**src/include/muldiv_params.svh**
```systemverilog
`ifndef MULDIV_PARAMS_SVH
`define MULDIV_PARAMS_SVH

// Datapath width of one RV32 register
`define MULDIV_XLEN 32

`define MULDIV_ADDR_W 5

`define MULDIV_REG_OPA    5'h00 // Dividend or multiplicand, read-write
`define MULDIV_REG_OPB    5'h04 // Divisor or multiplier, read-write
`define MULDIV_REG_CMD    5'h08 // R-type instruction word, write-only
`define MULDIV_REG_RESULT 5'h0C
`define MULDIV_REG_STATUS 5'h10 // Bit 0 busy, bit 1 done, bit 2 illegal

`define MULDIV_STATUS_BUSY    0
`define MULDIV_STATUS_DONE    1
`define MULDIV_STATUS_ILLEGAL 2

`endif
```
**src/source/muldiv_pkg.sv**
```systemverilog
`include "muldiv_params.svh"

package muldiv_pkg;

	typedef logic [`MULDIV_XLEN-1:0] data_t;

	typedef enum logic [2:0] {
		MUL    = 3'b000,
		MULH   = 3'b001,
		MULHSU = 3'b010,
		MULHU  = 3'b011,
		DIV    = 3'b100,
		DIVU   = 3'b101,
		REM    = 3'b110,
		REMU   = 3'b111
	} funct3_t;

	typedef struct packed {
		logic [6:0] funct7;
		logic [4:0] rs2;
		logic [4:0] rs1;
		funct3_t    funct3;
		logic [4:0] rd;
		logic [6:0] opcode;
	} instr_t;

	localparam logic [6:0] OPCODE_OP     = 7'b0110011; // Register-register ALU group
	localparam logic [6:0] FUNCT7_MULDIV = 7'b0000001; // Selects the M extension

	typedef enum logic [1:0] {
		OKAY   = 2'b00,
		SLVERR = 2'b10
	} resp_t;

endpackage

```
**src/source/muldiv_op_if.sv**
```systemverilog
`timescale 1ns/1ps

interface muldiv_op_if;
	import muldiv_pkg::*;

	logic    start; // One-cycle pulse, only while busy is low
	funct3_t funct3;
	data_t   a;
	data_t   b;
	logic    busy;
	logic    done; // One-cycle pulse with result valid
	data_t   result;

	modport ctrl (
		output start,
		output funct3,
		output a,
		output b,
		input  busy,
		input  done,
		input  result
	);

	modport unit (
		input  start,
		input  funct3,
		input  a,
		input  b,
		output busy,
		output done,
		output result
	);

endinterface

```
**src/source/muldiv_top.sv**
```systemverilog
`timescale 1ns/1ps
`include "muldiv_params.svh"

module muldiv_top (
	input  logic                      clk,
	input  logic                      arst_n,
	input  logic [`MULDIV_ADDR_W-1:0] awaddr,
	input  logic                      awvalid,
	output logic                      awready,
	input  muldiv_pkg::data_t         wdata,
	input  logic [3:0]                wstrb,
	input  logic                      wvalid,
	output logic                      wready,
	output muldiv_pkg::resp_t         bresp,
	output logic                      bvalid,
	input  logic                      bready,
	input  logic [`MULDIV_ADDR_W-1:0] araddr,
	input  logic                      arvalid,
	output logic                      arready,
	output muldiv_pkg::data_t         rdata,
	output muldiv_pkg::resp_t         rresp,
	output logic                      rvalid,
	input  logic                      rready
);

	muldiv_op_if op_bus ();

	muldiv_axil_regs i_regs (
		.*,
		.op (op_bus)
	);

	mult_div i_mult_div (
		.clk    (clk),
		.arst_n (arst_n),
		.op     (op_bus)
	);

endmodule

```
**src/source/muldiv_axil_regs.sv**
```systemverilog
`timescale 1ns/1ps
`include "muldiv_params.svh"

module muldiv_axil_regs (
	input  logic                      clk,
	input  logic                      arst_n,
	input  logic [`MULDIV_ADDR_W-1:0] awaddr,
	input  logic                      awvalid,
	output logic                      awready,
	input  muldiv_pkg::data_t         wdata,
	input  logic [3:0]                wstrb,
	input  logic                      wvalid,
	output logic                      wready,
	output muldiv_pkg::resp_t         bresp,
	output logic                      bvalid,
	input  logic                      bready,
	input  logic [`MULDIV_ADDR_W-1:0] araddr,
	input  logic                      arvalid,
	output logic                      arready,
	output muldiv_pkg::data_t         rdata,
	output muldiv_pkg::resp_t         rresp,
	output logic                      rvalid,
	input  logic                      rready,
	muldiv_op_if.ctrl                 op
);
	import muldiv_pkg::*;

	data_t   opa_q;
	data_t   opb_q;
	data_t   result_q;
	funct3_t funct3_q;
	logic    start_q;
	logic    done_q;
	logic    illegal_q;
	logic    bvalid_q;
	resp_t   bresp_q;
	logic    rvalid_q;
	resp_t   rresp_q;
	data_t   rdata_q;
	logic    busy_any;
	logic    wr_fire;
	logic    rd_fire;
	logic    cmd_ok;
	instr_t  cmd;
	data_t   rd_word;
	logic    rd_err;

	function automatic data_t merge_bytes(data_t old_word, data_t new_word, logic [3:0] strb);
		data_t merged;
		merged = old_word;
		for (int i = 0; i < 4; i++) begin
			if (strb[i])
				merged[8*i +: 8] = new_word[8*i +: 8];
		end
		return merged;
	endfunction

	assign busy_any = start_q || op.busy; // Covers the cycle between CMD accept and unit busy
	assign awready  = !bvalid_q && (awvalid == wvalid); // Address and data are taken together
	assign wready   = awready;
	assign wr_fire  = awvalid && wvalid && awready;
	assign arready  = !rvalid_q;
	assign rd_fire  = arvalid && arready;
	assign cmd      = wdata;
	assign cmd_ok   = (cmd.opcode == OPCODE_OP) && (cmd.funct7 == FUNCT7_MULDIV);

	always_comb begin
		rd_err = 1'b0;
		case (araddr)
			`MULDIV_REG_OPA:    rd_word = opa_q;
			`MULDIV_REG_OPB:    rd_word = opb_q;
			`MULDIV_REG_RESULT: rd_word = result_q;
			`MULDIV_REG_STATUS: rd_word = {29'b0, illegal_q, done_q, busy_any};
			default: begin
				rd_word = '0;
				rd_err  = 1'b1;
			end
		endcase
	end

	always_ff @(posedge clk or negedge arst_n) begin
		if (!arst_n) begin
			bvalid_q  <= 1'b0;
			bresp_q   <= OKAY;
			rvalid_q  <= 1'b0;
			rresp_q   <= OKAY;
			start_q   <= 1'b0;
			done_q    <= 1'b0;
			illegal_q <= 1'b0;
			result_q  <= '0;
		end else begin
			start_q <= 1'b0;
			if (bvalid_q && bready)
				bvalid_q <= 1'b0;
			if (rvalid_q && rready)
				rvalid_q <= 1'b0;
			if (wr_fire) begin
				bvalid_q <= 1'b1;
				bresp_q  <= OKAY;
				case (awaddr)
					`MULDIV_REG_OPA, `MULDIV_REG_OPB: done_q <= 1'b0;
					`MULDIV_REG_CMD: begin
						if (busy_any) begin
							bresp_q <= SLVERR;
						end else begin
							done_q    <= 1'b0;
							illegal_q <= !cmd_ok; // Illegal word still gets OKAY
							start_q   <= cmd_ok;
						end
					end
					default: bresp_q <= SLVERR;
				endcase
			end
			if (rd_fire) begin
				rvalid_q <= 1'b1;
				rresp_q  <= rd_err ? SLVERR : OKAY;
			end
			if (op.done) begin
				result_q <= op.result;
				done_q   <= 1'b1;
			end
		end
	end

	always_ff @(posedge clk) begin
		if (wr_fire && awaddr == `MULDIV_REG_OPA)
			opa_q <= merge_bytes(opa_q, wdata, wstrb);
		if (wr_fire && awaddr == `MULDIV_REG_OPB)
			opb_q <= merge_bytes(opb_q, wdata, wstrb);
		if (wr_fire && awaddr == `MULDIV_REG_CMD && !busy_any && cmd_ok)
			funct3_q <= cmd.funct3;
		if (rd_fire)
			rdata_q <= rd_word;
	end

	assign bvalid    = bvalid_q;
	assign bresp     = bresp_q;
	assign rvalid    = rvalid_q;
	assign rresp     = rresp_q;
	assign rdata     = rdata_q;
	assign op.start  = start_q;
	assign op.funct3 = funct3_q;
	assign op.a      = opa_q; // Stable in the start cycle since bvalid blocks writes
	assign op.b      = opb_q;

	assert property (@(posedge clk) disable iff (!arst_n)
		bvalid && !bready |=> bvalid && $stable(bresp));
	assert property (@(posedge clk) disable iff (!arst_n) op.start |-> !op.busy);

endmodule

```
**src/source/mult_div.sv**
```systemverilog
`timescale 1ns/1ps

module mult_div (
	input logic       clk,
	input logic       arst_n,
	muldiv_op_if.unit op
);
	import muldiv_pkg::*;

	logic        a_signed;
	logic        b_signed;
	logic [32:0] a_ext;
	logic [32:0] b_ext;
	logic        is_mul;
	logic        div_zero;
	logic        div_ovf;
	logic        special;
	logic        mul_start;
	logic        mul_valid;
	logic [65:0] product;
	logic        div_start;
	logic        div_busy;
	logic        div_done;
	logic [32:0] quotient;
	logic [32:0] remain;
	funct3_t     funct3_q;
	data_t       a_q;
	data_t       b_q;
	logic        busy_q;
	logic        special_q;
	data_t       special_res;
	data_t       result;

	// MULHSU takes rs1 as signed and rs2 as unsigned
	assign a_signed = (op.funct3 != MULHU) && (op.funct3 != DIVU) && (op.funct3 != REMU);
	assign b_signed = (op.funct3 == MUL) || (op.funct3 == MULH) ||
		(op.funct3 == DIV) || (op.funct3 == REM);
	assign a_ext = {a_signed & op.a[31], op.a};
	assign b_ext = {b_signed & op.b[31], op.b};

	assign is_mul    = !op.funct3[2];
	assign div_zero  = (op.b == '0);
	assign div_ovf   = b_signed && (op.a == 32'h8000_0000) && (op.b == '1);
	assign special   = !is_mul && (div_zero || div_ovf); // Resolved here without the divider
	assign mul_start = op.start && is_mul;
	assign div_start = op.start && !is_mul && !special;

	mul_pipe i_mul_pipe (
		.clk       (clk),
		.arst_n    (arst_n),
		.in_valid  (mul_start),
		.a         (a_ext),
		.b         (b_ext),
		.out_valid (mul_valid),
		.product   (product)
	);

	div_iter i_div_iter (
		.clk      (clk),
		.arst_n   (arst_n),
		.start    (div_start),
		.numer    (a_ext),
		.denom    (b_ext),
		.busy     (div_busy),
		.done     (div_done),
		.quotient (quotient),
		.remain   (remain)
	);

	always_ff @(posedge clk or negedge arst_n) begin
		if (!arst_n) begin
			busy_q    <= 1'b0;
			special_q <= 1'b0;
		end else begin
			special_q <= op.start && special;
			if (op.start)
				busy_q <= 1'b1;
			else if (op.done)
				busy_q <= 1'b0;
		end
	end

	always_ff @(posedge clk) begin
		if (op.start) begin
			funct3_q <= op.funct3;
			a_q      <= op.a;
			b_q      <= op.b;
		end
	end

	// Divide by zero wins over overflow, REM variants have funct3 bit 1 set
	always_comb begin
		if (b_q == '0)
			special_res = funct3_q[1] ? a_q : '1;
		else
			special_res = funct3_q[1] ? '0 : 32'h8000_0000;
	end

	always_comb begin
		if (special_q) begin
			result = special_res;
		end else begin
			unique case (funct3_q)
				MUL:                 result = product[31:0];
				MULH, MULHSU, MULHU: result = product[63:32];
				DIV, DIVU:           result = quotient[31:0];
				REM, REMU:           result = remain[31:0];
			endcase
		end
	end

	assign op.busy   = busy_q;
	assign op.done   = mul_valid || div_done || special_q;
	assign op.result = result;

	assert property (@(posedge clk) disable iff (!arst_n) !(op.done && op.start));
	assert property (@(posedge clk) disable iff (!arst_n) div_busy |-> busy_q);

endmodule

```
**src/source/div_iter.sv**
```systemverilog
`timescale 1ns/1ps

module div_iter (
	input  logic        clk,
	input  logic        arst_n,
	input  logic        start,
	input  logic [32:0] numer,
	input  logic [32:0] denom,
	output logic        busy,
	output logic        done,
	output logic [32:0] quotient,
	output logic [32:0] remain
);
	logic [5:0]  count_q;
	logic        busy_q;
	logic        done_q;
	logic [32:0] quo_q;
	logic [32:0] rem_q;
	logic [32:0] den_q;
	logic        neg_quo_q;
	logic        neg_rem_q;
	logic [33:0] rem_shift;
	logic [33:0] rem_diff;
	logic        fits;

	assign rem_shift = {rem_q, quo_q[32]}; // Next dividend bit enters the partial remainder
	assign rem_diff  = rem_shift - {1'b0, den_q};
	assign fits      = rem_shift >= {1'b0, den_q};

	always_ff @(posedge clk or negedge arst_n) begin
		if (!arst_n) begin
			busy_q  <= 1'b0;
			done_q  <= 1'b0;
			count_q <= '0;
		end else begin
			done_q <= 1'b0;
			if (start) begin
				busy_q  <= 1'b1;
				count_q <= 6'd33;
			end else if (done_q) begin
				busy_q <= 1'b0;
			end else if (count_q != '0) begin
				count_q <= count_q - 6'd1;
				done_q  <= (count_q == 6'd1);
			end
		end
	end

	// Magnitudes are divided, signs are applied on the way out
	always_ff @(posedge clk) begin
		if (start) begin
			quo_q     <= numer[32] ? -numer : numer;
			rem_q     <= '0;
			den_q     <= denom[32] ? -denom : denom;
			neg_quo_q <= numer[32] ^ denom[32];
			neg_rem_q <= numer[32];
		end else if (count_q != '0) begin
			quo_q <= {quo_q[31:0], fits};
			rem_q <= fits ? rem_diff[32:0] : rem_shift[32:0];
		end
	end

	assign busy     = busy_q;
	assign done     = done_q;
	assign quotient = neg_quo_q ? -quo_q : quo_q;
	assign remain   = neg_rem_q ? -rem_q : rem_q; // Remainder follows the dividend sign

	assert property (@(posedge clk) disable iff (!arst_n) start |-> !busy_q);

endmodule

```
**src/source/mul_pipe.sv**
```systemverilog
`timescale 1ns/1ps

module mul_pipe (
	input  logic        clk,
	input  logic        arst_n,
	input  logic        in_valid,
	input  logic [32:0] a,
	input  logic [32:0] b,
	output logic        out_valid,
	output logic [65:0] product
);
	logic               valid1_q;
	logic               valid2_q;
	logic signed [32:0] a_q;
	logic signed [32:0] b_q;
	logic signed [65:0] prod_q;

	always_ff @(posedge clk or negedge arst_n) begin
		if (!arst_n) begin
			valid1_q <= 1'b0;
			valid2_q <= 1'b0;
		end else begin
			valid1_q <= in_valid;
			valid2_q <= valid1_q;
		end
	end

	always_ff @(posedge clk) begin
		if (in_valid) begin
			a_q <= a; // Operands already extended by the caller
			b_q <= b;
		end
		if (valid1_q)
			prod_q <= a_q * b_q;
	end

	assign out_valid = valid2_q;
	assign product   = prod_q;

endmodule

```
**config.mk**
```make
export PLATFORM = sky130hd
export DESIGN_NAME = muldiv_top
export DESIGN_NICKNAME = d
export VERILOG_FILES = /design/src/source/muldiv_pkg.sv /design/src/source/muldiv_op_if.sv /design/src/source/muldiv_top.sv /design/src/source/muldiv_axil_regs.sv /design/src/source/mult_div.sv /design/src/source/div_iter.sv /design/src/source/mul_pipe.sv
export VERILOG_INCLUDE_DIRS = /design/src /design/src/include
export SDC_FILE = /design/constraint.sdc
export NUM_CORES = 2
export LEC_CHECK = 0
export ABC_AREA = 1
export BUFFER_PORTS_ARGS = -buffer_cell sky130_fd_sc_hd__buf_2
export CAP_MARGIN = 30
export CORE_ASPECT_RATIO = 1.2
export CORE_MARGIN = 2
export CORE_UTILIZATION = 49
export CTS_BUF_LIST = sky130_fd_sc_hd__clkbuf_4
export DETAILED_ROUTE_END_ITERATION = 10
export GPL_TIMING_DRIVEN = 0
export PLACE_DENSITY = 0.71
export SLEW_MARGIN = 20
export SYNTH_ARGS = -nofsm -noshare
export SYNTH_HDL_FRONTEND = slang
export SYNTH_SLANG_ARGS = --single-unit
```
**constraint.sdc**
```tcl
create_clock -name clk -period 17.6 [get_ports clk]
set_clock_uncertainty 0.2 [all_clocks]
set_input_delay 0 -clock clk [delete_from_list [all_inputs] [get_ports clk]]
set_output_delay 0 -clock clk [all_outputs]
set_load 0.01 [all_outputs]
```
==> results.py <==
metrics = {
    "yosys": {
        "muxShareOfSynthArea_pct": 0,
        "netlist_area_sq_mm": 0.0633,
        "synth-xor-area-share_pct": 2.03,
        "synth_area_leaders": "fa_1 (36%), edfxtp_1 (17%), inv_1 (12%)",
        "synth_top_family_by_area": "adder cells",
        "synth_edf_count": 364,
        "synth_cell_types": 58,
        "post_synth.cell_area_avg_sq_um": 8.21,
        "async_reset_ff_share_pct": 11.2,
        "yosysSeqAreaShare_pct": 20.3,
        "synth_top_cell_by_area": "fa_1",
        "ys_warn_count": 0,
        "synth_top_area_share_pct": 35.6,
        "synth.most_common_cell": "inv_1",
        "ys_top_cells_by_count": "inv_1 (2073), nand2_1 (1814), fa_1 (1126)",
        "ys.flop_type": "edfxtp_1",
        "synthCells": 7711,
        "synth_fa_ha_area_share_pct": 40.6,
        "ys_ff_latch": 447,
        "synth_simple_gate_area_share_pct": 17.6,
        "synth-compound-area-share_pct": 4.94,
    },
    "clock_tree": {
        "cts_resized": 0,
        "clockRootBuffer": "clkbuf_4",
        "cts_tree": "done",
        "postCtsSetupBuffers": 0,
        "insertion_delay_ns": 0.96,
        "path_clk_slew_ns": 0.09,
        "postCtsHoldBufs": 114,
        "cts_num_sinks": 447,
        "cts_buffer_depth": 3,
        "cts_buffers": 91,
        "ctsHtreeMaxLevel": 3,
    },
    "place": {
        "place_congestion": 1.10,
        "dp_hpwl_um": 240000,
        "io_buffer_count": 91,
        "placed_cells": 9530,
        "placed_cell_area_sq_mm": 0.0666,
    },
    "critical_path": {
        "crit_path_end_kind": "register",
        "worstReg2RegEnd": "i_mult_div.i_mul_pipe.product[63]",
        "ff2ff_path_depth": 25,
        "worstPathRequired_ns": 17.95,
        "r2r_slack_ns": 6.98,
        "crit_fanout": 12,
        "timing.rr.start": "i_mult_div.i_mul_pipe.a_q[32]",
        "startpoint": "i_mult_div.i_mul_pipe.a_q[32]",
        "critPathCapture": "i_mult_div.i_mul_pipe.product[63]",
        "critPathKind": "register to register",
        "start_kind": "register",
        "worstPathArrival_ns": 10.98,
    },
    "sta": {
        "period_minus_slack_ns": 10.62,
        "worst_pin_slew_ns": 1.17,
        "grt_setup_unrepaired": "false",
        "finalSetupTns_ns": 0,
        "period_share_pct": 60.4,
        "hold_viol": 0,
        "max_freq_mhz": 94.1,
        "timing.max_slew.rel_slack_pct": 21.8,
        "drv_slew": 0,
        "setup_viol": 0,
        "fin_hold_ws_ns": 0.0347,
    },
    "outcome": {
        "status": "complete, no violations",
    },
    "die": {
        "pin_count": 94,
        "start_util_pct": 49.3,
        "rows": 144,
        "die_h_um": 398,
        "chipWidth_um": 332,
        "coreArea_sq_mm": 0.128,
        "dieArea_sq_mm": 0.132,
    },
    "final_layout": {
        "final_area_sq_mm": 0.0692,
        "fill_cells": 12353,
        "regArea_sq_mm": 0.0128,
        "final_nets": 9504,
        "stdcell_count": 9845,
        "multi_input_area_sq_mm": 0.0413,
        "layout-drive-gt1-share_pct": 5.34,
        "area_growth_pct": 9.28,
    },
    "grt": {
        "grt_max_degree": 65,
        "grt-ovfl-total": 0,
        "grt_pass1_vias": 56988,
        "grt_usage_pct": 44.5,
        "antenna_found_initial": 20,
        "grt_pass1_wl_um": 409000,
    },
    "run": {
        "drv_cap": 0,
    },
    "detailed_routing": {
        "wl_um": 292000,
        "viasPerCell": 5.60,
        "drc": 0,
        "final_antenna_net_count": 0,
        "vias": 55097,
        "first_pass_iters": 9,
        "dr.first_iter.drc_count": 5703,
        "wl_per_cell_um": 29.7,
    },
    "power": {
        "power.density_mw_per_mm2": 48.2,
        "ir_worst_vdd_v": 0.0000517,
        "power_uw": 3330,
        "p_leak_uw": 0.0365,
    },
    "min_path": {
        "hp-class": "primary input to async pin",
    },
}
-- cell type report --
cell class	instances	share of cell area [%]
plain buffers	336	2.04
repair buffers	266	3.48
inverters	2085	11.3
multi-input cells	4845	59.7
clock inverters	53	0.514
clock buffers	117	1.27
flip-flops and latches	447	18.6
well taps	1679	3.04
diodes	17	0.0615
-- critical path, cell delays in order, from the launching register on --
cell	delay (ns)
edfxtp_1	0.61
clkbuf_1	0.82
nand2_1	0.39
inv_1	0.23
fa_1	0.52
fa_1	0.57
fa_2	0.86
inv_1	0.21
fa_1	1.12
inv_1	0.42
fa_1	0.56
fa_1	0.54
inv_1	0.05
fa_1	0.45
fa_1	0.49
inv_1	0.04
ha_1	0.39
a21o_1	0.23
a21boi_0	0.30
nor2_1	0.07
nor3_1	0.31
nand2_1	0.11
nor2_1	0.11
nand2_1	0.23
nand3_1	0.18
nand2_1	0.21
-- state kept, by name (all words and copies together), names as in the netlist, 6 cells and up --
name,cells
i_regs.op.b,32
i_mult_div.i_mul_pipe.product,64
i_mult_div.b_q,32
i_mult_div.a_q,32
i_mult_div.i_mul_pipe.a_q,33
i_regs.op.a,32
i_regs.rdata,32
i_mult_div.i_mul_pipe.b_q,33
i_mult_div.i_div_iter.quo_q,33
i_mult_div.i_div_iter.count_q,6
i_regs.result_q,32
i_mult_div.i_div_iter.den_q,33
i_mult_div.i_div_iter.rem_q,33
-- cell families after synthesis --
family          Yosys count
buf+inv                2421
compound gates          553
xor+xnor                147
flops                   447
simple gates           2763
other cells               1
fa+ha+maj              1379
-- how the worst min path moves through the flow --
stage / from / to / slack, ns
after floorplan: arst_n / i_mult_div.i_div_iter.count_q[0] / -0.50
after global placement: bready / i_regs.bvalid / -0.01
after detailed placement: arst_n / i_regs.result_q[25] / -0.31
after CTS: awaddr[2] / i_regs.op.a[4] / 0.003
after global routing: arst_n / i_regs.result_q[29] / 0.03
final: arst_n / i_regs.result_q[29] / 0.03
-- layout by cell type (no fill, tap or decap), drive strengths merged, types with 33 or more instances in the layout --
cell type / n
a21oi: 172
buf: 188
clkbuf: 417
clkinv: 46
dfrtp: 50
dfxtp: 33
dlygate4sd3: 114
edfxtp: 364
fa: 1126
ha: 253
inv: 2086
nand2: 1823
nand3: 283
nand4: 55
nor2: 512
nor3: 40
o211ai: 39
o21ai: 251
xnor2: 44
xor2: 103
-- where the power goes --
group	switching, uW	leakage [uW]	internal (uW)
sequential	166	0.00423	1290
combinational	689	0.0315	360
clock	451	0.000716	380
total	1310	0.0365	2030
-- metal layers --
metal | global-route usage [%] | vias to the layer above | part of all wire (%)
met5 | 0.144 | - | 0.046
met4 | 40.5 | 18 | 11
met3 | 10.1 | 1066 | 9.0
met2 | 72.3 | 3364 | 46
met1 | 48.9 | 27217 | 33
li1 | - | 23432 | -
-- metrics by stage --
stage,utilization [%],worst slack [ns]
after floorplan,-,9.81
final,53.9,6.98
after global routing,53.9,6.82
after global placement,51.3,6.74
after CTS,53.8,7.19
after detailed placement,51.9,7.26
Power figures use the tool's default switching activity.
